$ cat config.mk
export PLATFORM = sky130hd
export DESIGN_NAME = instr_decode
export DESIGN_NICKNAME = d
export VERILOG_FILES = /design/src/source/risc_pkg.sv /design/src/source/instr_decode.sv
export SDC_FILE = /design/constraint.sdc
export NUM_CORES = 1
export LEC_CHECK = 0
export ABC_AREA = 1
export BUFFER_PORTS_ARGS = -buffer_cell sky130_fd_sc_hd__clkbuf_2
export CAP_MARGIN = 25
export CELL_PAD_IN_SITES_DETAIL_PLACEMENT = 1
export CELL_PAD_IN_SITES_GLOBAL_PLACEMENT = 1
export CORE_MARGIN = 5
export CORE_UTILIZATION = 31
export CTS_BUF_LIST = sky130_fd_sc_hd__clkbuf_8 sky130_fd_sc_hd__clkbuf_16
export CTS_CLUSTER_DIAMETER = 40
export DETAILED_ROUTE_END_ITERATION = 12
export HOLD_SLACK_MARGIN = 0.02
export PLACE_DENSITY = 0.86
export RECOVER_POWER = 100
export REMOVE_ABC_BUFFERS = 1
export SLEW_MARGIN = 20
export SYNTH_ARGS = -nofsm -noshare
export SYNTH_HDL_FRONTEND = slang
export SYNTH_SLANG_ARGS = --single-unit
$ cat constraint.sdc
create_clock -name clk -period 2.6 [get_ports clk]
set_clock_uncertainty 0.1 [all_clocks]
set_input_delay 0.52 -clock clk [delete_from_list [all_inputs] [get_ports clk]]
set_output_delay 0.52 -clock clk [all_outputs]
set_load 0.05 [all_outputs]
$ cat src/source/risc_pkg.sv
package risc_pkg;

    localparam int INSTR_W = 12;
    localparam int DATA_W  = 8;
    localparam int FILE_AW = 5;

    // Special file addresses, 9 and up are general registers
    localparam logic [FILE_AW-1:0] STATUS_ADDR = 5'd3;
    localparam logic [FILE_AW-1:0] IN0_ADDR    = 5'd5;
    localparam logic [FILE_AW-1:0] IN1_ADDR    = 5'd6;
    localparam logic [FILE_AW-1:0] OUT0_ADDR   = 5'd7;
    localparam logic [FILE_AW-1:0] OUT1_ADDR   = 5'd8;

    localparam int Z_BIT = 2;
    localparam int C_BIT = 0;

    localparam logic [9:0] CTRL_ADDR = 10'h200;  // Run register, program words below

    typedef enum logic [4:0] {
        ALU_NOP, ALU_ADD, ALU_SUB, ALU_AND, ALU_OR, ALU_XOR,
        ALU_COM, ALU_INC, ALU_DEC, ALU_ROR, ALU_ROL, ALU_SWAP,
        ALU_PASS_A, ALU_PASS_B, ALU_ZERO, ALU_BSF, ALU_BCF
    } alu_op_e;

    typedef enum logic [1:0] {PC_NEXT, PC_GOTO, PC_RET} pc_ctl_e;

    typedef enum logic [1:0] {STK_NOP, STK_PUSH, STK_POP} stk_op_e;

    typedef enum logic [1:0] {BR_NONE, BR_ON_ZERO, BR_ON_NONZERO} branch_e;

    typedef enum logic {A_W, A_BIT_MASK} a_sel_e;

    typedef enum logic {B_FILE, B_LITERAL} b_sel_e;

endpackage

$ cat src/source/instr_decode.sv
`timescale 1ns/10ps
module instr_decode #(
    parameter int PC_W = 9
) (
    input  logic                          clk,
    input  logic                          core_rst,
    input  logic [risc_pkg::INSTR_W-1:0]  instr,
    input  logic                          zero,
    output risc_pkg::pc_ctl_e             pc_ctl,
    output risc_pkg::stk_op_e             stk_op,
    output logic [PC_W-1:0]               jump_target,
    output logic                          skip,
    output risc_pkg::alu_op_e             alu_op,
    output risc_pkg::a_sel_e              a_sel,
    output risc_pkg::b_sel_e              b_sel,
    output logic [2:0]                    bit_sel,
    output logic [risc_pkg::DATA_W-1:0]   literal,
    output logic                          w_we,
    output logic [risc_pkg::FILE_AW-1:0]  file_addr,
    output logic                          file_we,
    output logic                          z_we,
    output logic                          c_we
);
    import risc_pkg::*;

    alu_op_e     alu_op_d;
    a_sel_e      a_sel_d;
    b_sel_e      b_sel_d;
    branch_e     branch_d;
    branch_e     branch_q;
    logic        w_we_d;
    logic        file_we_d;
    logic        z_we_d;
    logic        c_we_d;
    logic [3:0]  byte_op;
    logic        dest_f;      // 1 writes back to the file
    logic [8:0]  target;

    assign byte_op     = instr[9:6];
    assign dest_f      = instr[5];
    assign jump_target = PC_W'(target);

    always_comb
    begin
        pc_ctl    = PC_NEXT;
        stk_op    = STK_NOP;
        target    = instr[8:0];
        alu_op_d  = ALU_NOP;
        a_sel_d   = A_W;
        b_sel_d   = B_FILE;
        branch_d  = BR_NONE;
        w_we_d    = 1'b0;
        file_we_d = 1'b0;
        z_we_d    = 1'b0;
        c_we_d    = 1'b0;
        case (instr[11:10])
            2'b00:
            begin
                // Byte file ops, opcode in bits 9:6
                case (byte_op)
                    4'b0000: alu_op_d = dest_f ? ALU_PASS_A : ALU_NOP;  // MOVWF
                    4'b0001: alu_op_d = ALU_ZERO;                       // CLRW, CLRF
                    4'b0010: alu_op_d = ALU_SUB;
                    4'b0011: alu_op_d = ALU_DEC;
                    4'b0100: alu_op_d = ALU_OR;
                    4'b0101: alu_op_d = ALU_AND;
                    4'b0110: alu_op_d = ALU_XOR;
                    4'b0111: alu_op_d = ALU_ADD;
                    4'b1000: alu_op_d = ALU_PASS_B;                     // MOVF
                    4'b1001: alu_op_d = ALU_COM;
                    4'b1010: alu_op_d = ALU_INC;
                    4'b1011: alu_op_d = ALU_DEC;                        // DECFSZ
                    4'b1100: alu_op_d = ALU_ROR;
                    4'b1101: alu_op_d = ALU_ROL;
                    4'b1110: alu_op_d = ALU_SWAP;
                    default: alu_op_d = ALU_INC;                        // INCFSZ
                endcase
                w_we_d    = !dest_f && (byte_op != 4'b0000);
                file_we_d = dest_f;
                z_we_d    = (byte_op >= 4'b0001) && (byte_op <= 4'b1010);
                c_we_d    = (byte_op == 4'b0010) || (byte_op == 4'b0111) ||
                            (byte_op == 4'b1100) || (byte_op == 4'b1101);
                if (byte_op == 4'b1011 || byte_op == 4'b1111)
                    branch_d = BR_ON_ZERO;
            end
            2'b01:
            begin
                // BCF, BSF, BTFSC, BTFSS
                a_sel_d   = A_BIT_MASK;
                alu_op_d  = instr[9] ? ALU_AND : (instr[8] ? ALU_BSF : ALU_BCF);
                file_we_d = !instr[9];
                if (instr[9])
                    branch_d = instr[8] ? BR_ON_NONZERO : BR_ON_ZERO;
            end
            2'b10:
            begin
                case (instr[9:8])
                    2'b00:
                    begin
                        pc_ctl   = PC_RET;  // RETLW
                        stk_op   = STK_POP;
                        alu_op_d = ALU_PASS_B;
                        b_sel_d  = B_LITERAL;
                        w_we_d   = 1'b1;
                    end
                    2'b01:
                    begin
                        pc_ctl = PC_GOTO;   // CALL reaches the low 256 words
                        stk_op = STK_PUSH;
                        target = {1'b0, instr[7:0]};
                    end
                    default: pc_ctl = PC_GOTO;
                endcase
            end
            default:
            begin
                // MOVLW, IORLW, ANDLW, XORLW
                b_sel_d = B_LITERAL;
                w_we_d  = 1'b1;
                z_we_d  = (instr[9:8] != 2'b00);
                case (instr[9:8])
                    2'b00:   alu_op_d = ALU_PASS_B;
                    2'b01:   alu_op_d = ALU_OR;
                    2'b10:   alu_op_d = ALU_AND;
                    default: alu_op_d = ALU_XOR;
                endcase
            end
        endcase
    end

    always_ff @(posedge clk)
    begin
        if (core_rst || skip)
        begin
            alu_op   <= ALU_NOP;
            branch_q <= BR_NONE;
            w_we     <= 1'b0;
            file_we  <= 1'b0;
            z_we     <= 1'b0;
            c_we     <= 1'b0;
        end
        else
        begin
            alu_op   <= alu_op_d;
            branch_q <= branch_d;
            w_we     <= w_we_d;
            file_we  <= file_we_d;
            z_we     <= z_we_d;
            c_we     <= c_we_d;
        end
        a_sel     <= a_sel_d;
        b_sel     <= b_sel_d;
        bit_sel   <= instr[7:5];
        literal   <= instr[7:0];
        file_addr <= instr[4:0];
    end

    // Skip resolved on the execute-stage result
    always_comb
    begin
        case (branch_q)
            BR_ON_ZERO:    skip = zero;
            BR_ON_NONZERO: skip = !zero;
            default:       skip = 1'b0;
        endcase
    end

endmodule

==> results of run 1 <==
## through the flow
step                      total power, mW  util [%]
final                               0.766      38.0
after global routing                0.801      38.0
after CTS                           0.782      40.0
after detailed placement            0.583      38.5
after global placement              0.580      38.5
after floorplan                     0.493         -
## power by group through the flow
stage               combinational, mW  sequential (mW)  clock (mW)
global route                    0.234            0.347       0.221
floorplan                      0.0581            0.435           0
global placement                0.228            0.352           0
CTS                             0.232            0.345       0.205
finish                          0.219            0.344       0.202
detailed placement              0.230            0.352           0
## routing by layer
layer / GRT usage [%] / part of all wire, % / wire (µm) / vias to the layer above
li1: - / - / - / 478
met1: 13.5 / 37 / 1020 / 440
met2: 25.0 / 49 / 1340 / 50
met3: 3.40 / 13 / 347 / 5
met4: 5.33 / 1.6 / 44 / 0
met5: 0 / 0 / 0 / -
## state kept, by name, summed over array words and instances, names as in the netlist, 2 cells and up
| name | flops |
|---|---|
| alu_op | 5 |
| branch_q | 2 |
| file_addr | 4 |
| literal | 3 |
## synthesized netlist by cell type, drive strengths merged
master   n  area (µm²)
nand2   32         128
dfxtp   21         420
buf     18         139
inv     16        60.1
nor2    16        72.6
nand3   10        50.1
a21oi    7        38.8
o21ai    4        20.0
nand3b   2        15.0
a21boi   1        7.51
a31oi    1        6.26
nand4    1        6.26
nor3     1        5.00
o22ai    1        6.26
## area by class of cell
cell class,count,area (µm²),share of cell area (%)
repair buffers,55,219,19.0
inverters,16,60.1,5.22
clock buffers,3,41.3,3.59
flip-flops and latches,21,420,36.6
well taps,44,55.1,4.79
clock inverters,1,3.75,0.326
multi-input cells,76,350,30.5
## cells by family (layout without fill, tap and decap cells)
family | count (synthesis) | count (layout) | synth area share [%]
AND/OR/NAND/NOR | 62 | 62 | 28.4
flip-flops | 21 | 21 | 43.1
AO/OA/AOI/OAI | 14 | 14 | 8.09
buffers and inverters | 34 | 75 | 20.4
## worst max-delay path, cell delays in order
cell and delay, ns:
clkbuf_2 0.18, nor2_1 0.40, nand2_2 0.15, inv_1 0.11, clkbuf_2 0.28
## how the worst max path moves through the flow
stage | start | end | slack, ns | cells past startpoint
after floorplan | instr[9] | pc_ctl[1] | 0.58 | 3
after global placement | instr[9] | pc_ctl[1] | 0.53 | 5
after detailed placement | instr[9] | pc_ctl[1] | 0.45 | 5
after CTS | instr[9] | pc_ctl[1] | 0.44 | 5
after global routing | instr[11] | stk_op[0] | 0.20 | 6
final | instr[9] | stk_op[1] | 0.32 | 5
==> impl_metrics.csv, run 1 <==
group,metric,value,unit
placement,port_buffers,55,
die,dieArea,4370,µm²
finish,design_area,1150,µm²
timing,finalSetupViolCount,0,
timing,timing.final.crit_share,87.6,%
clock_tree,clock_sinks,21,
pwr,p_clk_share,26.4,%
clock_tree,hold_buffers,0,
finish,antenna_cells,0,
placement,dp_hpwl,2310,µm
worst_hold_path,worstHoldStart,"instr[1]",
detailed_routing,totalWireLength,2760,µm
synthesis,ys_ff_latch,21,
die,row_count,20,
finish,final_cells,216,
pwr,p_sw_share,37.2,%
timing,fmax,439,MHz
worst_setup_path,r2r_cells,7,
pwr,combPwrFrac,28.6,%
grt,grt_antenna_before_repair,0,
finish,fill_cells,417,
outcome,outcome,"complete, no violations",
worst_setup_path,end_kind,"output port",
finish,nets,188,
timing,fin_hold_ws,0.279,ns
detailed_routing,drc,0,
pwr,p_per_area,666,nW/µm²
run,maxCapViolCount,0,
grt,overflow,0,
pwr,pwr-share-seq,45.0,%
worst_setup_path,criticalPathCategory,"input pin to output port",
die,die_height,66.1,µm
grt,grt_pass1_vias,983,
worst_setup_path,r2r_end,"file_we",
placement,gp_congestion,0.773,
clock_tree,tritoncts,"done",
die,ios,56,
worst_hold_path,hold_path_depth,1,
placement,dp_cells,212,
synthesis,syn_area,975,µm²
clock_tree,clockRootBuffer,"clkbuf_8",
worst_setup_path,crit_path_max_fanout,11,
synthesis,synth_cell_types,20,
clock_tree,cts-buffers-inserted,3,
detailed_routing,dr.pass1.iters,4,
pwr,intPower,481,µW
timing,min_period,2.28,ns
clock_tree,worstSkewPairLatency,0.26,ns
clock_tree,h-tree-depth,1,
timing,tightest_slew,0.621,ns
placement,place_area,1170,µm²
grt,grt_pass1_wl,4410,µm
finish,mostFrequentLayoutCell,"clkbuf_1",
timing,relSlewSlack,58.8,%
finish,syn_to_final_growth,18.0,%
clock_tree,cts.repair.resized,0,
detailed_routing,vias,973,
grt,grt_max_degree,12,
die,start_util,32.2,%
timing,drv_slew,0,
timing,setup_slack,0.321,ns
timing,rsz0062_at_grt,"no",
worst_hold_path,whs_endpoint,"file_addr[1]",
synthesis,yosysWarnings,0,
pwr,irDropWorstVdd,0.000181,V
pwr,leakagePower,0.532,nW
pwr,p_switching,285,µW
clock_tree,path_clk_slew,0.07,ns
worst_setup_path,startpoint_type,"input pin",
worst_hold_path,hold_path.class,"input pin to flop",
timing,tns,0,ns
detailed_routing,dr.first_iter.drc_count,20,
worst_setup_path,rrSetupSlack,1.16,ns
finish,layout_common_cells,"45 x clkbuf_1, 29 x nand2_1, 21 x dfxtp_1, 15 x inv_1, 13 x nor2_1",
clock_tree,cts_setup_buffers,0,
grt,grt_usage,13.2,%
detailed_routing,vias_per_cell,4.50,
worst_setup_path,r2r_start,"branch_q[1]",
clock_tree,clockBufferDepth,2,
placement,post-place-ws,0.453,ns
timing,hold_viol_final,0,
synthesis,synth_cells,131,
worst_setup_path,cp.required,1.98,ns
die,fp.dieW,66.1,µm
detailed_routing,ant_nets,0,
synthesis,avgSynthCellArea,7.44,µm²
synthesis,synth-seq-area-share,43.1,%
finish,final_layout_size_suffix_gt1_share,12.8,%
detailed_routing,drt-wirelength-per-cell,12.8,µm
die,core,3030,µm²
worst_setup_path,arrival,1.66,ns
(Power assumes the default switching activity.)
==> inputs of run 2 (changes only) <==
ABC_CLOCK_PERIOD_IN_PS = 2600   (was default)
CELL_PAD_IN_SITES_DETAIL_PLACEMENT = default   (was 1)
CELL_PAD_IN_SITES_GLOBAL_PLACEMENT = default   (was 1)
CORE_ASPECT_RATIO = 1.1   (was default)
CORE_UTILIZATION = 46   (was 31)
==> impl_metrics.csv, run 2 (same netlist as run 1, synthesis figures left out) <==
group,metric,value,unit
outcome,outcome,"complete, no violations",
finish,utilization,55.5,%
grt,grt_usage,14.5,%
clock_tree,cts.repair.resized,0,
clock_tree,cts_setup_buffers,0,
placement,place_area,1150,µm²
die,row_count,17,
finish,final_layout_size_suffix_gt1_share,11.0,%
detailed_routing,vias_per_cell,4.83,
finish,antenna_cells,0,
worst_setup_path,end_kind,"output port",
worst_setup_path,criticalPathCategory,"input pin to output port",
clock_tree,tritoncts,"done",
grt,grt_pass1_wl,3490,µm
worst_setup_path,r2r_end,"file_we",
placement,dp_hpwl,1790,µm
worst_setup_path,arrival,1.59,ns
finish,top_regs,"alu_op x5, file_addr x4, literal x3",
grt,grt_antenna_before_repair,0,
clock_tree,cts-buffers-inserted,3,
detailed_routing,vias,965,
clock_tree,path_clk_slew,0.07,ns
pwr,leakagePower,0.529,nW
clock_tree,worstSkewPairLatency,0.25,ns
placement,post-place-ws,0.527,ns
run,maxCapViolCount,0,
finish,syn_to_final_growth,15.1,%
finish,design_area,1120,µm²
clock_tree,clock_sinks,21,
clock_tree,hold_buffers,0,
timing,setup_slack,0.386,ns
clock_tree,clockRootBuffer,"clkbuf_8",
worst_hold_path,whs_endpoint,"file_addr[3]",
detailed_routing,ant_nets,0,
grt,grt_pass1_vias,861,
detailed_routing,drt-wirelength-per-cell,11.0,µm
die,core,2020,µm²
clock_tree,clockBufferDepth,2,
timing,fin_hold_ws,0.281,ns
timing,rsz0062_at_grt,"no",
pwr,p_per_area,672,nW/µm²
timing,min_period,2.21,ns
worst_hold_path,worstHoldStart,"instr[3]",
worst_setup_path,r2r_cells,7,
timing,drv_slew,0,
finish,largest_reg_flops,5,
grt,grt_max_degree,12,
die,fp.dieW,53.9,µm
worst_setup_path,startpoint_type,"input pin",
worst_setup_path,crit_start,"instr[11]",
timing,relSlewSlack,59.9,%
detailed_routing,totalWireLength,2190,µm
die,start_util,48.2,%
timing,finalSetupViolCount,0,
placement,gp_congestion,0.920,
timing,timing.final.crit_share,85.2,%
finish,max_flop_register,"alu_op",
placement,port_buffers,55,
timing,fmax,452,MHz
detailed_routing,dr.first_iter.drc_count,32,
finish,fill_cells,228,
worst_hold_path,hold_path_depth,1,
pwr,irDropWorstVdd,0.000310,V
timing,tns,0,ns
worst_setup_path,rrSetupSlack,1.27,ns
finish,nets,188,
timing,hold_viol_final,0,
worst_setup_path,crit_path_max_fanout,4,
clock_tree,h-tree-depth,1,
die,die_height,58.3,µm
worst_hold_path,hold_path.class,"input pin to flop",
detailed_routing,dr.pass1.iters,4,
finish,multi_input_area,344,µm²
grt,overflow,0,
detailed_routing,drc,0,
worst_setup_path,r2r_start,"branch_q[1]",
worst_setup_path,cp.required,1.98,ns
finish,mostFrequentLayoutCell,"clkbuf_1",
finish,register_area,420,µm²
finish,layout_common_cells,"46 x clkbuf_1, 30 x nand2_1, 21 x dfxtp_1, 15 x inv_1, 13 x nor2_1",
die,dieArea,3140,µm²
timing,tightest_slew,0.605,ns
die,ios,56,
-- run 2: cell counts in the layout (fill, tap and decap cells not counted) --
No cell type changed its count.
-- run 2: cell type report --
cell class	instances	area share, %
Inverter	16	5.35
Tap cell	28	3.12
Sequential cell	21	37.5
Clock inverter	1	0.334
Multi-Input combinational cell	76	30.7
Timing Repair Buffer	55	19.4
Clock buffer	3	3.68
-- run 2: power by group --
| part | leakage, nW | internal, mW | total [mW] | switching, mW |
|---|---|---|---|---|
| Clock | 0.0269 | 0.105 | 0.195 | 0.0900 |
| Sequential | 0.174 | 0.339 | 0.344 | 0.00523 |
| Combinational | 0.328 | 0.0366 | 0.215 | 0.178 |
| Total | 0.529 | 0.480 | 0.754 | 0.273 |
-- run 2: worst max-delay path by stage --
stage	endpoint	slack [ns]
2_1_floorplan	pc_ctl[1]	0.58
3_3_place_gp	pc_ctl[1]	0.57
5_1_grt	stk_op[0]	0.26
4_1_cts	stk_op[1]	0.51
6_report	pc_ctl[0]	0.39
3_5_place_dp	stk_op[1]	0.53
-- run 2: layer usage --
layer	vias to the layer above	global-route usage, %	share of wire (%)
li1	478	-	-
met1	425	17.8	41
met2	60	24.2	45
met3	2	1.80	13
met4	0	7.30	1.0
met5	-	0	0
-- run 2: critical path, cell delays in order --
cell and delay (ns):
clkbuf_1 0.18, inv_1 0.09, nor2_2 0.16, inv_1 0.07
nor2_1 0.09, clkbuf_1 0.47
-- run 2: metrics by stage --
stage	total power, mW	cells
CTS	0.770	200
global placement	0.576	196
finish	0.754	200
floorplan	0.493	113
global route	0.791	200
detailed placement	0.578	196
==> inputs of run 3 (changes only) <==
CORE_UTILIZATION = 45   (was 46)
PLACE_DENSITY = 0.85   (was 0.86)
==> impl_metrics.csv, run 3 (same netlist as run 1, synthesis figures left out) <==
group,metric,value,unit
clock_tree,cts_setup_buffers,0,
placement,gp_congestion,0.850,
finish,layout_common_cells,"44 x clkbuf_1, 30 x nand2_1, 21 x dfxtp_1, 14 x inv_1, 13 x nor2_1",
placement,dp_hpwl,1890,µm
finish,largest_reg_flops,5,
run,maxCapViolCount,0,
pwr,p_per_area,677,nW/µm²
detailed_routing,vias,951,
detailed_routing,ant_nets,0,
detailed_routing,dr.first_iter.drc_count,37,
detailed_routing,totalWireLength,2340,µm
clock_tree,clockRootBuffer,"clkbuf_8",
clock_tree,tritoncts,"done",
pwr,p_sw_share,36.7,%
timing,tightest_slew,0.611,ns
grt,grt_usage,14.3,%
clock_tree,path_clk_slew,0.07,ns
die,dieArea,3200,µm²
clock_tree,clockBufferDepth,2,
clock_tree,cts-buffers-inserted,3,
die,ios,56,
detailed_routing,drc,0,
timing,fin_hold_ws,0.277,ns
worst_setup_path,cp.required,1.98,ns
pwr,p_switching,280,µW
finish,max_flop_register,"alu_op",
timing,finalSetupViolCount,0,
timing,relSlewSlack,59.4,%
worst_setup_path,end_kind,"output port",
pwr,leakagePower,0.534,nW
finish,antenna_cells,0,
timing,timing.final.crit_share,86.3,%
pwr,irDropWorstVdd,0.000276,V
detailed_routing,drt-wirelength-per-cell,11.7,µm
finish,design_area,1130,µm²
finish,syn_to_final_growth,15.5,%
grt,grt_pass1_wl,3480,µm
pwr,combPwrFrac,28.4,%
placement,place_area,1150,µm²
grt,grt_antenna_before_repair,0,
placement,dp_cells,196,
clock_tree,clock_sinks,21,
timing,fmax,446,MHz
detailed_routing,dr.pass1.iters,4,
grt,grt_max_degree,13,
timing,rsz0062_at_grt,"no",
die,row_count,17,
worst_hold_path,hold_path.class,"input pin to flop",
finish,register_area,420,µm²
die,fp.dieW,54.4,µm
die,start_util,47.7,%
placement,port_buffers,55,
finish,nets,188,
finish,multi_input_area,344,µm²
pwr,pwr-share-seq,45.2,%
detailed_routing,vias_per_cell,4.76,
pwr,p_clk_share,26.4,%
die,die_height,58.8,µm
clock_tree,h-tree-depth,1,
grt,overflow,0,
timing,drv_slew,0,
clock_tree,worstSkewPairLatency,0.25,ns
finish,final_cells,200,
worst_setup_path,startpoint_type,"input pin",
worst_setup_path,criticalPathCategory,"input pin to output port",
finish,final_layout_size_suffix_gt1_share,12.8,%
timing,min_period,2.24,ns
pwr,intPower,483,µW
timing,hold_viol_final,0,
die,core,2040,µm²
finish,fill_cells,222,
clock_tree,cts.repair.resized,0,
clock_tree,hold_buffers,0,
finish,top_regs,"alu_op x5, file_addr x4, literal x3",
worst_setup_path,arrival,1.62,ns
worst_setup_path,crit_path_max_fanout,11,
grt,grt_pass1_vias,852,
outcome,outcome,"complete, no violations",
finish,mostFrequentLayoutCell,"clkbuf_1",
timing,tns,0,ns
[run 3: cell count changes in the layout (fill, tap and decap cells not counted), sizes merged]
cell / delta
clkinv: +1
inv: -1
[run 3: cell type report]
type / instances / share of cell area (%)
well taps: 28 / 3.11
clock inverters: 1 / 0.444
multi-input cells: 76 / 30.6
inverters: 16 / 5.33
repair buffers: 55 / 19.6
flip-flops and latches: 21 / 37.3
clock buffers: 3 / 3.67
[run 3: final timing paths]
kind,startpoint,endpoint,slack [ns],depth (start not counted)
max,instr[9],pc_ctl[1],0.36,5
min,instr[2],file_addr[2],0.28,1
max reg2reg,branch_q[1],file_we,1.21,7
min reg2reg,branch_q[0],z_we,0.61,3
[run 3: power groups by stage]
stage | clock, mW | combinational, mW | sequential, mW
floorplan | 0 | 0.0581 | 0.435
detailed placement | 0 | 0.227 | 0.352
global placement | 0 | 0.226 | 0.351
CTS | 0.207 | 0.228 | 0.345
global route | 0.221 | 0.231 | 0.346
finish | 0.202 | 0.216 | 0.344
[run 3: routing by layer]
metal / share of wire, % / track usage (%) / up-vias
li1: - / - / 480
met1: 41 / 16.6 / 400
met2: 44 / 23.8 / 62
met3: 12 / 2.28 / 9
met4: 3.4 / 9.25 / 0
met5: 0 / 0 / -
[run 3: through the flow]
stage               power (mW)  setup WS, ns  utilization [%]
finish                   0.762         0.356             55.1
global route             0.798         0.231             55.1
CTS                      0.779         0.533             58.4
detailed placement       0.580         0.530             56.1
global placement         0.578         0.562             56.1
floorplan                0.493         0.580                -
[run 3: worst max-delay path, stage by stage]
cell and delay [ns]:
clkbuf_1 0.22, nor2_1 0.40, nand2_2 0.12, inv_1 0.09, clkbuf_2 0.27
