$ cat src/source/risc_pkg.sv
package risc_pkg;

    localparam int INSTR_W = 12;
    localparam int DATA_W  = 8;
    localparam int FILE_AW = 5;

    // Special file addresses, 9 and up are general registers
    localparam logic [FILE_AW-1:0] STATUS_ADDR = 5'd3;
    localparam logic [FILE_AW-1:0] IN0_ADDR    = 5'd5;
    localparam logic [FILE_AW-1:0] IN1_ADDR    = 5'd6;
    localparam logic [FILE_AW-1:0] OUT0_ADDR   = 5'd7;
    localparam logic [FILE_AW-1:0] OUT1_ADDR   = 5'd8;

    localparam int Z_BIT = 2;
    localparam int C_BIT = 0;

    localparam logic [9:0] CTRL_ADDR = 10'h200;  // Run register, program words below

    typedef enum logic [4:0] {
        ALU_NOP, ALU_ADD, ALU_SUB, ALU_AND, ALU_OR, ALU_XOR,
        ALU_COM, ALU_INC, ALU_DEC, ALU_ROR, ALU_ROL, ALU_SWAP,
        ALU_PASS_A, ALU_PASS_B, ALU_ZERO, ALU_BSF, ALU_BCF
    } alu_op_e;

    typedef enum logic [1:0] {PC_NEXT, PC_GOTO, PC_RET} pc_ctl_e;

    typedef enum logic [1:0] {STK_NOP, STK_PUSH, STK_POP} stk_op_e;

    typedef enum logic [1:0] {BR_NONE, BR_ON_ZERO, BR_ON_NONZERO} branch_e;

    typedef enum logic {A_W, A_BIT_MASK} a_sel_e;

    typedef enum logic {B_FILE, B_LITERAL} b_sel_e;

endpackage

$ cat src/source/host_ctrl.sv
`timescale 1ns/10ps
module host_ctrl #(
    parameter int PC_W = 9
) (
    input  logic                          clk,
    input  logic                          rst,
    input  logic                          wb_cyc,
    input  logic                          wb_stb,
    input  logic                          wb_we,
    input  logic [9:0]                    wb_adr,
    input  logic [risc_pkg::INSTR_W-1:0]  wb_dat_w,
    output logic [risc_pkg::INSTR_W-1:0]  wb_dat_r,
    output logic                          wb_ack,
    output logic                          prog_we,
    output logic [PC_W-1:0]               prog_addr,
    output logic [risc_pkg::INSTR_W-1:0]  prog_data,
    output logic                          core_rst
);
    import risc_pkg::*;

    logic req;       // New access, acked on the next edge
    logic done;      // Acked, waiting for strobe to drop
    logic run;
    logic ctrl_sel;

    assign req       = wb_cyc && wb_stb && !wb_ack && !done;
    assign ctrl_sel  = (wb_adr == CTRL_ADDR);
    assign prog_we   = req && wb_we && (wb_adr < CTRL_ADDR);
    assign prog_addr = wb_adr[PC_W-1:0];
    assign prog_data = wb_dat_w;
    assign wb_dat_r  = ctrl_sel ? INSTR_W'(run) : '0;
    assign core_rst  = rst || !run;  // Core held while stopped

    always_ff @(posedge clk)
    begin
        if (rst)
        begin
            wb_ack <= 1'b0;
            done   <= 1'b0;
            run    <= 1'b0;
        end
        else
        begin
            wb_ack <= req;
            done   <= wb_cyc && wb_stb && (wb_ack || done);
            if (req && wb_we && ctrl_sel)
                run <= wb_dat_w[0];
        end
    end

endmodule

$ cat config.mk
export PLATFORM = sky130hd
export DESIGN_NAME = host_ctrl
export DESIGN_NICKNAME = d
export VERILOG_FILES = /design/src/source/risc_pkg.sv /design/src/source/host_ctrl.sv
export SDC_FILE = /design/constraint.sdc
export NUM_CORES = 1
export LEC_CHECK = 0
export ABC_AREA = 1
export BUFFER_PORTS_ARGS = -buffer_cell sky130_fd_sc_hd__buf_4
export CORE_MARGIN = 8
export CORE_UTILIZATION = 26
export DETAILED_ROUTE_END_ITERATION = 10
export PLACE_DENSITY = 0.74
export SLEW_MARGIN = 5
export SYNTH_ARGS = -nofsm -noshare
export SYNTH_HDL_FRONTEND = slang
export SYNTH_SLANG_ARGS = --single-unit
$ cat constraint.sdc
create_clock -name clk -period 0.85 [get_ports clk]
set_clock_uncertainty 0.05 [all_clocks]
set_input_delay 0.085 -clock clk [delete_from_list [all_inputs] [get_ports clk]]
set_output_delay 0.085 -clock clk [all_outputs]
set_load 0.02 [all_outputs]
==> flow_summary.html, run 1 <==
<table>
<tr><th>Metric</th><th>Value</th></tr>
<tr><th colspan="2">STA</th></tr>
<tr><td>Final Critical Period</td><td>about 1.1 ns</td></tr>
<tr><td>Hold slack final</td><td>between 0.08 and 0.09 ns</td></tr>
<tr><td>Max-slew violation count</td><td>0</td></tr>
<tr><td>Timing-limited maximum frequency</td><td>between 0.9 and 1 GHz</td></tr>
<tr><td>Hold violation count in the final report</td><td>0</td></tr>
<tr><td>Total setup violations reported at the end of the flow</td><td>6</td></tr>
<tr><td>Crit share post-route</td><td>129%</td></tr>
<tr><td>Post-route setup slack</td><td>-0.245 ns</td></tr>
<tr><td>Unrepaired setup endpoints after global routing</td><td>yes</td></tr>
<tr><th colspan="2">Logic synthesis</th></tr>
<tr><td>Sequential share of the synthesized area</td><td>between 10% and 20%</td></tr>
<tr><td>Cell type with the highest aggregate area in the netlist</td><td>buf_4</td></tr>
<tr><td>Number of register bits inferred by synthesis</td><td>3</td></tr>
<tr><td>Flip-flop cell with the highest count after synthesis</td><td>dfxtp_1</td></tr>
<tr><td>Per-instance average area after synthesis</td><td>just over 7 um2</td></tr>
<tr><td>Number of different library cells in the post-synthesis netlist</td><td>15</td></tr>
<tr><td>Fraction of registers with async set or reset after synthesis</td><td>0%</td></tr>
<tr><td>Most frequent cell after synthesis</td><td>buf_4</td></tr>
<tr><td>Mapped Area</td><td>439 um2</td></tr>
<tr><td>Biggest area contributors in the synthesized netlist</td><td>buf_4 (55%), dfxtp_1 (14%), inv_1 (5.1%)</td></tr>
<tr><td>Commonest cells in the synthesized netlist</td><td>buf_4 (32), inv_1 (6), nor2_1 (4)</td></tr>
<tr><td>Area share of the leading cell type in the synthesized netlist</td><td>~55%</td></tr>
<tr><td>Count of flip-flops with a built-in enable after synthesis</td><td>0</td></tr>
<tr><td>Synth Warn #</td><td>0</td></tr>
<tr><td>Post-Synthesis Cells</td><td>61</td></tr>
<tr><th colspan="2">Placement</th></tr>
<tr><td>Instance area at placement</td><td>507 um2</td></tr>
<tr><td>Port buffer count</td><td>29</td></tr>
<tr><td>Routability Congestion</td><td>about 0.65</td></tr>
<tr><th colspan="2">Layout</th></tr>
<tr><td>Final design utilization</td><td>between 30% and 40%</td></tr>
<tr><td>Final design instance area without fill</td><td>around 600 um2</td></tr>
<tr><td># nets final</td><td>~110</td></tr>
<tr><td>Share of cells above drive strength 1</td><td>around two thirds</td></tr>
<tr><td>Number of diodes</td><td>0</td></tr>
<tr><td>P&amp;R area growth vs syn</td><td>37.6%</td></tr>
<tr><th colspan="2">Detailed routing</th></tr>
<tr><td>Number of vias per cell after detailed routing</td><td>between 3 and 4</td></tr>
<tr><td>Number of search-and-repair iterations in the first detailed-routing pass</td><td>4</td></tr>
<tr><td>Avg WL per Cell</td><td>12.4 um</td></tr>
<tr><td>Drt drc</td><td>0</td></tr>
<tr><td>Total vias in the final route</td><td>roughly 370</td></tr>
<tr><td>Wire length after detailed routing</td><td>around 1.2 mm</td></tr>
<tr><td>DRC marker count from the first detailed-route iteration</td><td>2</td></tr>
<tr><td>Detail Route Antenna Nets</td><td>0</td></tr>
<tr><th colspan="2">Critical path</th></tr>
<tr><td>Instance count on the critical path</td><td>4</td></tr>
<tr><td>Startpoint of the most critical setup path</td><td>wb_ack$_SDFF_PP0_</td></tr>
<tr><td>Sort of element at the end of the critical path</td><td>output pin</td></tr>
<tr><td>Data arrival time of the critical path</td><td>0.96 ns</td></tr>
<tr><td>Critical-path cell with the highest stage delay</td><td>dfxtp_2</td></tr>
<tr><td>Worst setup SP type</td><td>register</td></tr>
<tr><td>Type of the setup path with the least slack</td><td>reg2out</td></tr>
<tr><td>Critical Path RT</td><td>just over 0.7 ns</td></tr>
<tr><td>Crit Path Max Fanout</td><td>2</td></tr>
<tr><td>FF-to-FF path depth</td><td>7</td></tr>
<tr><td>Crit-path leading delay family</td><td>flip-flops</td></tr>
<tr><td>Maximum single-stage delay on the critical path</td><td>just over 0.3 ns</td></tr>
<tr><td>CP bufs+invs</td><td>2</td></tr>
<tr><td>Reg-to-reg slack, setup</td><td>-0.16 ns</td></tr>
<tr><td>Cells along the critical path</td><td>inv_2 -&gt; nand2_4 -&gt; nor4_4 -&gt; buf_4</td></tr>
<tr><td>Crit Reg-Reg Startpoint</td><td>wb_ack$_SDFF_PP0_</td></tr>
<tr><th colspan="2">Floorplan</th></tr>
<tr><td>Horiz. Die Dim</td><td>roughly 57 um</td></tr>
<tr><td>Height of the chip</td><td>between 50 and 60 um</td></tr>
<tr><td>Core Footprint</td><td>approximately 1700 um2</td></tr>
<tr><td>Starting density of the core</td><td>a little over a quarter</td></tr>
<tr><td>IO Pins</td><td>63</td></tr>
<tr><td>Total die area</td><td>about 3300 um2</td></tr>
<tr><td>Number of placement rows</td><td>15</td></tr>
<tr><th colspan="2">Global route</th></tr>
<tr><td>Via count of the first global-routing pass</td><td>approximately 390</td></tr>
<tr><td>Initial antenna violation count</td><td>0</td></tr>
<tr><td>Maximum number of pins on one net before global-route repair</td><td>5</td></tr>
<tr><td>Global-route wire length before repair</td><td>1.67 mm</td></tr>
<tr><td>GRT Resource Usage Total</td><td>approximately 6.5%</td></tr>
<tr><td>Remaining global-route overflow</td><td>0</td></tr>
<tr><th colspan="2">Outcome</th></tr>
<tr><td>Run status</td><td>finished with violations</td></tr>
<tr><td>Failing checks</td><td>setup timing</td></tr>
<tr><th colspan="2">Run</th></tr>
<tr><td>Maxcap violations</td><td>0</td></tr>
<tr><th colspan="2">Clocking</th></tr>
<tr><td>Clock Latency Late Sink</td><td>between 0.2 and 0.25 ns</td></tr>
<tr><td>Clock buffer count from CTS</td><td>3</td></tr>
<tr><td>Register clock-pin slew on the reported worst setup and hold paths</td><td>approximately 0.04 ns</td></tr>
<tr><td>CTS Sinks</td><td>3</td></tr>
<tr><td>TritonCTS clock tree</td><td>built</td></tr>
<tr><td>Worst-case clock buffer depth</td><td>2</td></tr>
<tr><td>Clock Root Buffer</td><td>clkbuf_4</td></tr>
<tr><td>Deepest level of the CTS H-tree</td><td>1</td></tr>
<tr><th colspan="2">Power</th></tr>
<tr><td>LEAKAGE</td><td>between 0.3 and 0.4 nW</td></tr>
<tr><td>Worst voltage drop across the vdd grid</td><td>0.210 mV</td></tr>
<tr><td>Pwr Density</td><td>around 1100 nW/um2</td></tr>
<tr><td>Final Power</td><td>around 0.65 mW</td></tr>
<tr><th colspan="2">Worst hold path</th></tr>
<tr><td>Startpoint of the tightest hold check path</td><td>rst</td></tr>
<tr><td>Class of the worst hold path</td><td>in2reg</td></tr>
<tr><td>Number of instances on the worst hold path</td><td>4</td></tr>
</table>
report_power, final:
group          internal, mW  switching [mW]
sequential            0.144         0.00147
clock                 0.176          0.0792
combinational         0.105           0.142
total                 0.425           0.223
path summary, 6_finish.rpt:
path	endpoint
setup / recovery	prog_we
hold / removal	run$_SDFFE_PP0P_
setup reg to reg	run$_SDFFE_PP0P_
hold reg to reg	run$_SDFFE_PP0P_
what timing repair did:
action                                 in CTS  in global routing
gates resized for setup                     9                  3
setup endpoints to repair                   6                  7
setup buffers                               1                  2
hold buffers                                1                  0
endpoints found under the hold margin       2                  0
gates cloned                                0                  0
pin swaps                                   5                  3
layout by cell type (no fill, tap or decap):
cell type,n
buf_4,29
conb_1,11
nand2_1,1
inv_1,4
a21oi_1,1
dlygate4sd3_1,1
nor4_4,1
nor2_1,4
buf_6,4
nand2_2,1
dfxtp_1,1
nor3_4,1
dfxtp_2,2
nand3_2,1
clkbuf_1,1
inv_2,2
nand2_4,2
nor2_2,2
nor3_2,1
nor3b_2,2
clkbuf_4,3
nand3_1,2
registers in the layout, indices dropped and copies added (netlist names):
name and count:
run 1, done 1, wb_ack 1
through the flow:
stage	cells	worst slack [ns]	TNS [ns]
final	94	-0.245	-0.793
after global routing	94	-0.323	-1.09
after CTS	92	-0.262	-0.798
after detailed placement	86	-0.0793	-0.207
after global placement	86	-0.0461	-0.136
after floorplan	71	-0.0884	-0.136
logic make-up (layout without fill, tap and decap cells):
| logic type | after synthesis | after routing | synth area share (%) |
|---|---|---|---|
| simple gates | 18 | 18 | 24.5 |
| compound gates | 1 | 1 | 1.14 |
| flops | 3 | 3 | 13.7 |
| buf+inv | 38 | 44 | 59.8 |
| other cells | 1 | 11 | 0.854 |
cell type report:
cell class | count | area, um2
Inverter | 6 | 22.5
Fill cell | 180 | 1050
Sequential cell | 3 | 62.6
Multi-Input combinational cell | 30 | 199
Clock buffer | 4 | 26.3
Tap cell | 17 | 21.3
Timing Repair Buffer | 34 | 273
routing by layer:
metal / global-route usage [%] / vias to the layer above / wire, um
met2: 11.6 / 28 / 640
met5: 0 / - / 0
met1: 4.82 / 164 / 355
met4: 5.03 / 0 / 0
li1: - / 176 / -
met3: 3.77 / 0 / 166
tightest hold or removal path, stage by stage:
cell	delay, ns
buf_4	0.08
inv_1	0.07
nand2_1	0.07
nor2_1	0.03
(Power assumes the default switching activity.)
==> run 2, diff against run 1 <==
- GPL_ROUTABILITY_DRIVEN: unset -> 0
- HOLD_SLACK_MARGIN: unset -> 0.15
==> flow_summary.html, run 2 (synthesis gave the netlist of run 1 again) <==
<table>
<tr><th>Metric</th><th>Value</th></tr>
<tr><th colspan="2">Outcome</th></tr>
<tr><td>Run status</td><td>finished with violations</td></tr>
<tr><td>Failing checks</td><td>setup timing</td></tr>
<tr><th colspan="2">Critical path</th></tr>
<tr><td>Reg-to-reg slack, setup</td><td>-0.16 ns (about the same)</td></tr>
<tr><td>Type of the setup path with the least slack</td><td>reg2out</td></tr>
<tr><td>Critical-path cell with the highest stage delay</td><td>dfxtp_2</td></tr>
<tr><td>Worst setup SP type</td><td>register</td></tr>
<tr><td>Cells along the critical path</td><td>inv_2 -&gt; nand2_4 -&gt; nor4_4 -&gt; buf_4</td></tr>
<tr><td>Crit Path Max Fanout</td><td>2 (unchanged)</td></tr>
<tr><td>Sort of element at the end of the critical path</td><td>output pin</td></tr>
<tr><td>Maximum single-stage delay on the critical path</td><td>0.31 ns (about the same)</td></tr>
<tr><td>Data arrival time of the critical path</td><td>0.96 ns (about the same)</td></tr>
<tr><td>Crit-path leading delay family</td><td>flip-flops</td></tr>
<tr><td>CP bufs+invs</td><td>2 (unchanged)</td></tr>
<tr><td>Critical Path RT</td><td>0.71 ns (about the same)</td></tr>
<tr><th colspan="2">Detailed routing</th></tr>
<tr><td>DRC marker count from the first detailed-route iteration</td><td>6 (+4)</td></tr>
<tr><td>Total vias in the final route</td><td>423 (+15%)</td></tr>
<tr><td>Number of search-and-repair iterations in the first detailed-routing pass</td><td>3 (-1)</td></tr>
<tr><td>Wire length after detailed routing</td><td>1.35 mm (+16%)</td></tr>
<tr><td>Avg WL per Cell</td><td>12.7 um (+2.9%)</td></tr>
<tr><td>Number of vias per cell after detailed routing</td><td>3.99 (+1.9%)</td></tr>
<tr><td>Detail Route Antenna Nets</td><td>0 (unchanged)</td></tr>
<tr><td>Drt drc</td><td>0 (unchanged)</td></tr>
<tr><th colspan="2">Power</th></tr>
<tr><td>Share of total power in sequential cells</td><td>19.6% (-2.9 points)</td></tr>
<tr><td>Part of the total power dissipated in the clock network</td><td>34.8% (-4.6 points)</td></tr>
<tr><td>Pwr Density</td><td>987 nW/um2 (-8.0%)</td></tr>
<tr><td>Net switching component of the power</td><td>0.271 mW (+22%)</td></tr>
<tr><td>Comb power frac</td><td>45.5% (+7.4 points)</td></tr>
<tr><td>Switching share of power</td><td>36.5% (+2.1 points)</td></tr>
<tr><td>Worst voltage drop across the vdd grid</td><td>0.249 mV (+19%)</td></tr>
<tr><td>LEAKAGE</td><td>0.461 nW (+47%)</td></tr>
<tr><td>Total internal power</td><td>0.471 mW (+11%)</td></tr>
<tr><th colspan="2">Layout</th></tr>
<tr><td>Filler cell count in the final layout</td><td>168 (-6.7%)</td></tr>
<tr><td># nets final</td><td>117 (+11%)</td></tr>
<tr><td>Number of diodes</td><td>0 (unchanged)</td></tr>
<tr><td>Most used cells in the layout excluding fill and tap cells</td><td>buf_4 (29), conb_1 (11), dlymetal6s4s_1 (11)</td></tr>
<tr><td>Most common cell after layout, fill and taps aside</td><td>buf_4</td></tr>
<tr><td>Biggest regs</td><td>done (1), run (1), wb_ack (1)</td></tr>
<tr><td>Share of cells above drive strength 1</td><td>57.3% (-8.9 points)</td></tr>
<tr><td>Final design utilization</td><td>45.5% (+8.9 points)</td></tr>
<tr><td>P&amp;R area growth vs syn</td><td>71.2%</td></tr>
<tr><th colspan="2">Floorplan</th></tr>
<tr><td>Total die area</td><td>3260 um2 (unchanged)</td></tr>
<tr><td>Number of placement rows</td><td>15 (unchanged)</td></tr>
<tr><td>Horiz. Die Dim</td><td>57.1 um (unchanged)</td></tr>
<tr><td>IO Pins</td><td>63 (unchanged)</td></tr>
<tr><td>Height of the chip</td><td>57.1 um (unchanged)</td></tr>
<tr><td>Starting density of the core</td><td>26.6% (unchanged)</td></tr>
<tr><td>Core Footprint</td><td>1650 um2 (unchanged)</td></tr>
<tr><th colspan="2">Run</th></tr>
<tr><td>Maxcap violations</td><td>0 (unchanged)</td></tr>
<tr><th colspan="2">STA</th></tr>
<tr><td>Unrepaired setup endpoints after global routing</td><td>yes</td></tr>
<tr><td>Timing-limited maximum frequency</td><td>0.912 GHz (-0.11%)</td></tr>
<tr><td>Hold slack final</td><td>0.135 ns (+0.0470 ns)</td></tr>
<tr><td>Total setup violations reported at the end of the flow</td><td>6 (unchanged)</td></tr>
<tr><td>Crit share post-route</td><td>129% (+0.15 points)</td></tr>
<tr><td>Max-slew violation count</td><td>0 (unchanged)</td></tr>
<tr><td>Hold violation count in the final report</td><td>0 (unchanged)</td></tr>
<tr><td>Post-route setup slack</td><td>-0.247 ns (-0.00124 ns)</td></tr>
<tr><td>Final Critical Period</td><td>1.10 ns (+0.00124 ns)</td></tr>
<tr><th colspan="2">Clocking</th></tr>
<tr><td>Clock Root Buffer</td><td>clkbuf_4</td></tr>
<tr><td>TritonCTS clock tree</td><td>built</td></tr>
<tr><td>CTS Sinks</td><td>3 (unchanged)</td></tr>
<tr><td>Worst-case clock buffer depth</td><td>2 (unchanged)</td></tr>
<tr><td>Register clock-pin slew on the reported worst setup and hold paths</td><td>0.04 ns (about the same)</td></tr>
<tr><td>Deepest level of the CTS H-tree</td><td>1 (unchanged)</td></tr>
<tr><td>Clock buffer count from CTS</td><td>3 (unchanged)</td></tr>
<tr><td>Clock Latency Late Sink</td><td>0.24 ns (about the same)</td></tr>
<tr><th colspan="2">Global route</th></tr>
<tr><td>Maximum number of pins on one net before global-route repair</td><td>5 (unchanged)</td></tr>
<tr><td>Global-route wire length before repair</td><td>1.93 mm (+15%)</td></tr>
<tr><td>Remaining global-route overflow</td><td>0 (unchanged)</td></tr>
<tr><td>Via count of the first global-routing pass</td><td>454 (+17%)</td></tr>
<tr><td>GRT Resource Usage Total</td><td>7.37% (+0.89 points)</td></tr>
<tr><td>Initial antenna violation count</td><td>0 (unchanged)</td></tr>
<tr><th colspan="2">Placement</th></tr>
<tr><td>Port buffer count</td><td>29 (unchanged)</td></tr>
<tr><td>Worst Setup Slack post-DPL</td><td>-0.0793 ns (unchanged)</td></tr>
<tr><th colspan="2">Worst hold path</th></tr>
<tr><td>Class of the worst hold path</td><td>in2reg</td></tr>
</table>
-- run 2: cell types whose count changed in the layout (fill, tap and decap cells not counted), sizes merged --
cell	before	now
dlymetal6s4s	0	11
dlygate4sd3	1	2
-- run 2: layer usage --
layer  GRT usage, %  vias up  share of wire [%]
li1               -      201                  -
met1           6.08      188                 32
met2           13.6       32                 56
met3           3.10        2                 10
met4           5.03        0               0.96
met5              0        -                  0
-- run 2: metrics by stage --
step | setup TNS, ns | area, um2 | cells | power, mW
floorplan | -0.136 | 500 | 71 | 0.412
global placement | -0.136 | 507 | 86 | 0.374
detailed placement | -0.207 | 507 | 86 | 0.377
CTS | -1.09 | 696 | 104 | 0.742
global route | -1.11 | 752 | 106 | 0.777
finish | -0.804 | 752 | 106 | 0.742
-- run 2: worst paths after layout --
kind | startpoint | to | depth (start not counted)
worst min register to register | run$_SDFFE_PP0P_ | run$_SDFFE_PP0P_ | 4
worst min-delay path | wb_dat_w[0] | run$_SDFFE_PP0P_ | 5
worst max register to register | wb_ack$_SDFF_PP0_ | run$_SDFFE_PP0P_ | 7
worst max-delay path | wb_ack$_SDFF_PP0_ | prog_we | 4
-- run 2: layout make-up --
cell class	instances	area [um2]	share of cell area, %
tap	17	21.3	2.83
clock buffer	4	26.3	3.49
timing repair buffer	46	420	55.9
inverter	6	22.5	3.00
multi-input combinational	30	199	26.5
sequential	3	62.6	8.32
-- run 2: what timing repair did --
item | CTS | global route
hold endpoints to repair | 14 | 0
gates cloned | 0 | 0
endpoints found under the setup margin | 6 | 18
buffers inserted | 1 | 2
resized for setup | 9 | 14
pin swaps | 5 | 3
hold buffers | 13 | 0
-- run 2: power groups by stage --
stage | logic, mW | clock network, mW | registers [mW]
detailed placement | 0.229 | 0 | 0.148
CTS | 0.328 | 0.269 | 0.146
global placement | 0.227 | 0 | 0.147
global route | 0.356 | 0.275 | 0.146
finish | 0.338 | 0.259 | 0.146
floorplan | 0.262 | 0 | 0.150
-- run 2: tightest hold or removal path: cells and delay by family --
family | cells | cell delay [ns]
AND/OR/NAND/NOR | 3 | 0.19
buffers and inverters | 2 | 0.12
==> run 3, diff against run 2 <==
- CORE_UTILIZATION: 26 -> 29
- PLACE_DENSITY: 0.74 -> 0.78
- clock period: 0.85 -> 1.2 ns (I/O delays scaled with it)
==> flow_summary.html, run 3 (synthesis gave the netlist of run 1 again) <==
<table>
<tr><th>Metric</th><th>Value</th></tr>
<tr><th colspan="2">Outcome</th></tr>
<tr><td>Run status</td><td>finished clean</td></tr>
<tr><th colspan="2">Power</th></tr>
<tr><td>Pwr Density</td><td>816 nW/um2 (-17%)</td></tr>
<tr><td>LEAKAGE</td><td>0.281 nW (-39%)</td></tr>
<tr><td>Worst voltage drop across the vdd grid</td><td>0.250 mV (+0.41%)</td></tr>
<tr><th colspan="2">Critical path</th></tr>
<tr><td>Cells along the critical path</td><td>inv_2 -&gt; nand2_4 -&gt; nor4_4 -&gt; buf_4</td></tr>
<tr><td>Endpoint of the worst-slack reg-to-reg timing path</td><td>run$_SDFFE_PP0P_</td></tr>
<tr><td>Worst setup SP type</td><td>register</td></tr>
<tr><td>CP bufs+invs</td><td>2 (unchanged)</td></tr>
<tr><td>Maximum single-stage delay on the critical path</td><td>0.32 ns (about the same)</td></tr>
<tr><td>Crit Path Max Fanout</td><td>4 (+2)</td></tr>
<tr><td>Reg-to-reg slack, setup</td><td>0.28 ns (+0.44 ns)</td></tr>
<tr><td>Sort of element at the end of the critical path</td><td>output pin</td></tr>
<tr><td>Crit Reg-Reg Startpoint</td><td>wb_ack$_SDFF_PP0_</td></tr>
<tr><td>Instance count on the critical path</td><td>4 (unchanged)</td></tr>
<tr><td>Data arrival time of the critical path</td><td>0.97 ns (about the same)</td></tr>
<tr><td>Startpoint of the most critical setup path</td><td>wb_ack$_SDFF_PP0_</td></tr>
<tr><td>Type of the setup path with the least slack</td><td>reg2out</td></tr>
<tr><td>Critical Path RT</td><td>1.03 ns (+0.32 ns)</td></tr>
<tr><td>Endpoint of the worst setup timing path</td><td>prog_we</td></tr>
<tr><td>Critical-path cell with the highest stage delay</td><td>dfxtp_2</td></tr>
<tr><td>FF-to-FF path depth</td><td>6 (-1)</td></tr>
<tr><td>Crit-path leading delay family</td><td>flip-flops</td></tr>
<tr><th colspan="2">Global route</th></tr>
<tr><td>Initial antenna violation count</td><td>0 (unchanged)</td></tr>
<tr><td>Via count of the first global-routing pass</td><td>358 (-21%)</td></tr>
<tr><td>Remaining global-route overflow</td><td>0 (unchanged)</td></tr>
<tr><td>Maximum number of pins on one net before global-route repair</td><td>5 (unchanged)</td></tr>
<tr><td>GRT Resource Usage Total</td><td>7.58% (+0.21 points)</td></tr>
<tr><td>Global-route wire length before repair</td><td>1.50 mm (-22%)</td></tr>
<tr><th colspan="2">Floorplan</th></tr>
<tr><td>Starting density of the core</td><td>30.2% (+3.6 points)</td></tr>
<tr><td>Core Footprint</td><td>1450 um2 (-12%)</td></tr>
<tr><td>Number of placement rows</td><td>14 (-1)</td></tr>
<tr><td>IO Pins</td><td>63 (unchanged)</td></tr>
<tr><td>Horiz. Die Dim</td><td>54.9 um (-3.8%)</td></tr>
<tr><td>Height of the chip</td><td>54.9 um (-3.8%)</td></tr>
<tr><td>Total die area</td><td>3020 um2 (-7.5%)</td></tr>
<tr><th colspan="2">Detailed routing</th></tr>
<tr><td>Number of search-and-repair iterations in the first detailed-routing pass</td><td>2 (-1)</td></tr>
<tr><td>DRT met1 WL</td><td>296 um (-32%)</td></tr>
<tr><td>Detail Route Antenna Nets</td><td>0 (unchanged)</td></tr>
<tr><td>Met2 wirelength from detailed routing</td><td>568 um (-25%)</td></tr>
<tr><td>Length of routed met3 wiring</td><td>138 um (-0.72%)</td></tr>
<tr><td>Top layer used by detailed routing</td><td>met4</td></tr>
<tr><td>Drt drc</td><td>0 (unchanged)</td></tr>
<tr><td>Wire length after detailed routing</td><td>1.04 mm (-23%)</td></tr>
<tr><td>Avg WL per Cell</td><td>11.5 um (-9.2%)</td></tr>
<tr><td>Total vias in the final route</td><td>337 (-20%)</td></tr>
<tr><td>Number of vias per cell after detailed routing</td><td>3.74 (-6.2%)</td></tr>
<tr><td>DRC marker count from the first detailed-route iteration</td><td>2 (-4)</td></tr>
<tr><th colspan="2">Run</th></tr>
<tr><td>Maxcap violations</td><td>0 (unchanged)</td></tr>
<tr><th colspan="2">Layout</th></tr>
<tr><td>P&amp;R area growth vs syn</td><td>25.1%</td></tr>
<tr><td>Most used cells in the layout excluding fill and tap cells</td><td>buf_4 (29), conb_1 (11), inv_1 (4), nor2_1 (4), clkbuf_4 (3)</td></tr>
<tr><td>Most common cell after layout, fill and taps aside</td><td>buf_4</td></tr>
<tr><td>Filler cell count in the final layout</td><td>152 (-9.5%)</td></tr>
<tr><td>Biggest regs</td><td>done (1), run (1), wb_ack (1)</td></tr>
<tr><td>Post-route non-filler standard cell count</td><td>90 (-15%)</td></tr>
<tr><td>Number of diodes</td><td>0 (unchanged)</td></tr>
<tr><td># nets final</td><td>102 (-13%)</td></tr>
<tr><td>Share of cells above drive strength 1</td><td>58.1% (+0.80 points)</td></tr>
<tr><th colspan="2">STA</th></tr>
<tr><td>Unrepaired setup endpoints after global routing</td><td>yes</td></tr>
<tr><td>Hold slack final</td><td>0.164 ns (+0.0293 ns)</td></tr>
<tr><td>Hold violation count in the final report</td><td>0 (unchanged)</td></tr>
<tr><td>Crit share post-route</td><td>~95%</td></tr>
<tr><td>Total setup violations reported at the end of the flow</td><td>0 (-6)</td></tr>
<tr><td>Max-slew violation count</td><td>0 (unchanged)</td></tr>
<tr><td>Timing-limited maximum frequency</td><td>between 0.8 and 0.9 GHz</td></tr>
<tr><td>Final Critical Period</td><td>1.14 ns</td></tr>
<tr><th colspan="2">Clocking</th></tr>
<tr><td>Clock Root Buffer</td><td>clkbuf_4</td></tr>
<tr><td>Clock buffer count from CTS</td><td>3 (unchanged)</td></tr>
<tr><td>Total setup buffers inserted after CTS</td><td>0 (-1)</td></tr>
<tr><td>Clock Latency Late Sink</td><td>0.23 ns (about the same)</td></tr>
<tr><td>Deepest level of the CTS H-tree</td><td>1 (unchanged)</td></tr>
<tr><td>Register clock-pin slew on the reported worst setup and hold paths</td><td>0.04 ns (about the same)</td></tr>
<tr><td>TritonCTS clock tree</td><td>built</td></tr>
<tr><td>CTS Sinks</td><td>3 (unchanged)</td></tr>
<tr><td>Worst-case clock buffer depth</td><td>2 (unchanged)</td></tr>
<tr><th colspan="2">Worst hold path</th></tr>
<tr><td>Startpoint of the tightest hold check path</td><td>wb_dat_w[0]</td></tr>
<tr><td>Class of the worst hold path</td><td>in2reg</td></tr>
<tr><td>Number of instances on the worst hold path</td><td>5 (unchanged)</td></tr>
<tr><th colspan="2">Placement</th></tr>
<tr><td>Post-detailed-placement half-perimeter wirelength</td><td>slightly below 900 um</td></tr>
<tr><td>Port buffer count</td><td>29 (unchanged)</td></tr>
<tr><td>Cell count after placement</td><td>84 (-2.3%)</td></tr>
</table>
run 3: power breakdown:
| group | total [mW] | switching [mW] | internal (mW) |
|---|---|---|---|
| clock network | 0.178 | 0.0534 | 0.125 |
| registers | 0.104 | 0.00114 | 0.102 |
| logic | 0.166 | 0.0967 | 0.0698 |
run 3: metrics by stage:
stage	power, mW	setup TNS [ns]	setup slack [ns]	area (um2)	util [%]
global placement	0.258	0	0.212	480	33.0
CTS	0.456	0	0.000768	531	36.5
floorplan	0.288	0	0.0856	483	-
global route	0.485	-0.000171	-0.000171	549	37.8
detailed placement	0.260	0	0.223	480	33.0
finish	0.448	0	0.0567	549	37.8
run 3: how the worst min path moves through the flow:
stage,slack [ns],endpoint
3_5_place_dp,0.19,prog_data[1]
6_report,0.16,run$_SDFFE_PP0P_
5_1_grt,0.19,done$_SDFF_PP0_
2_1_floorplan,0.15,done$_SDFF_PP0_
4_1_cts,0.16,done$_SDFF_PP0_
3_3_place_gp,0.19,prog_data[1]
run 3: repair_timing:
item	CTS	global route
gates resized for setup	2	5
endpoints found under the setup margin	1	2
pin swaps	0	0
endpoints found under the hold margin	3	0
hold buffers	2	0
run 3: cell type report:
cell class,count,area [um2],area share (%)
clock buffers,4,26.3,4.78
inverters,6,22.5,4.10
multi-input cells,30,181,33.0
flip-flops and latches,3,61.3,11.2
well taps,16,20.0,3.64
repair buffers,31,238,43.3
run 3: worst register-to-register path, stage by stage, from the launching register on:
cell     delay (ns)
dfxtp_2        0.32
inv_2          0.06
nand2_4        0.07
nor3_4         0.14
nand3_1        0.09
nand2_1        0.06
nor2_1         0.03
run 3: layer usage:
metal / up-vias / track usage [%]
met5: - / 0
met4: 0 / 11.6
met3: 2 / 3.48
met2: 19 / 11.7
met1: 146 / 5.67
li1: 170 / -
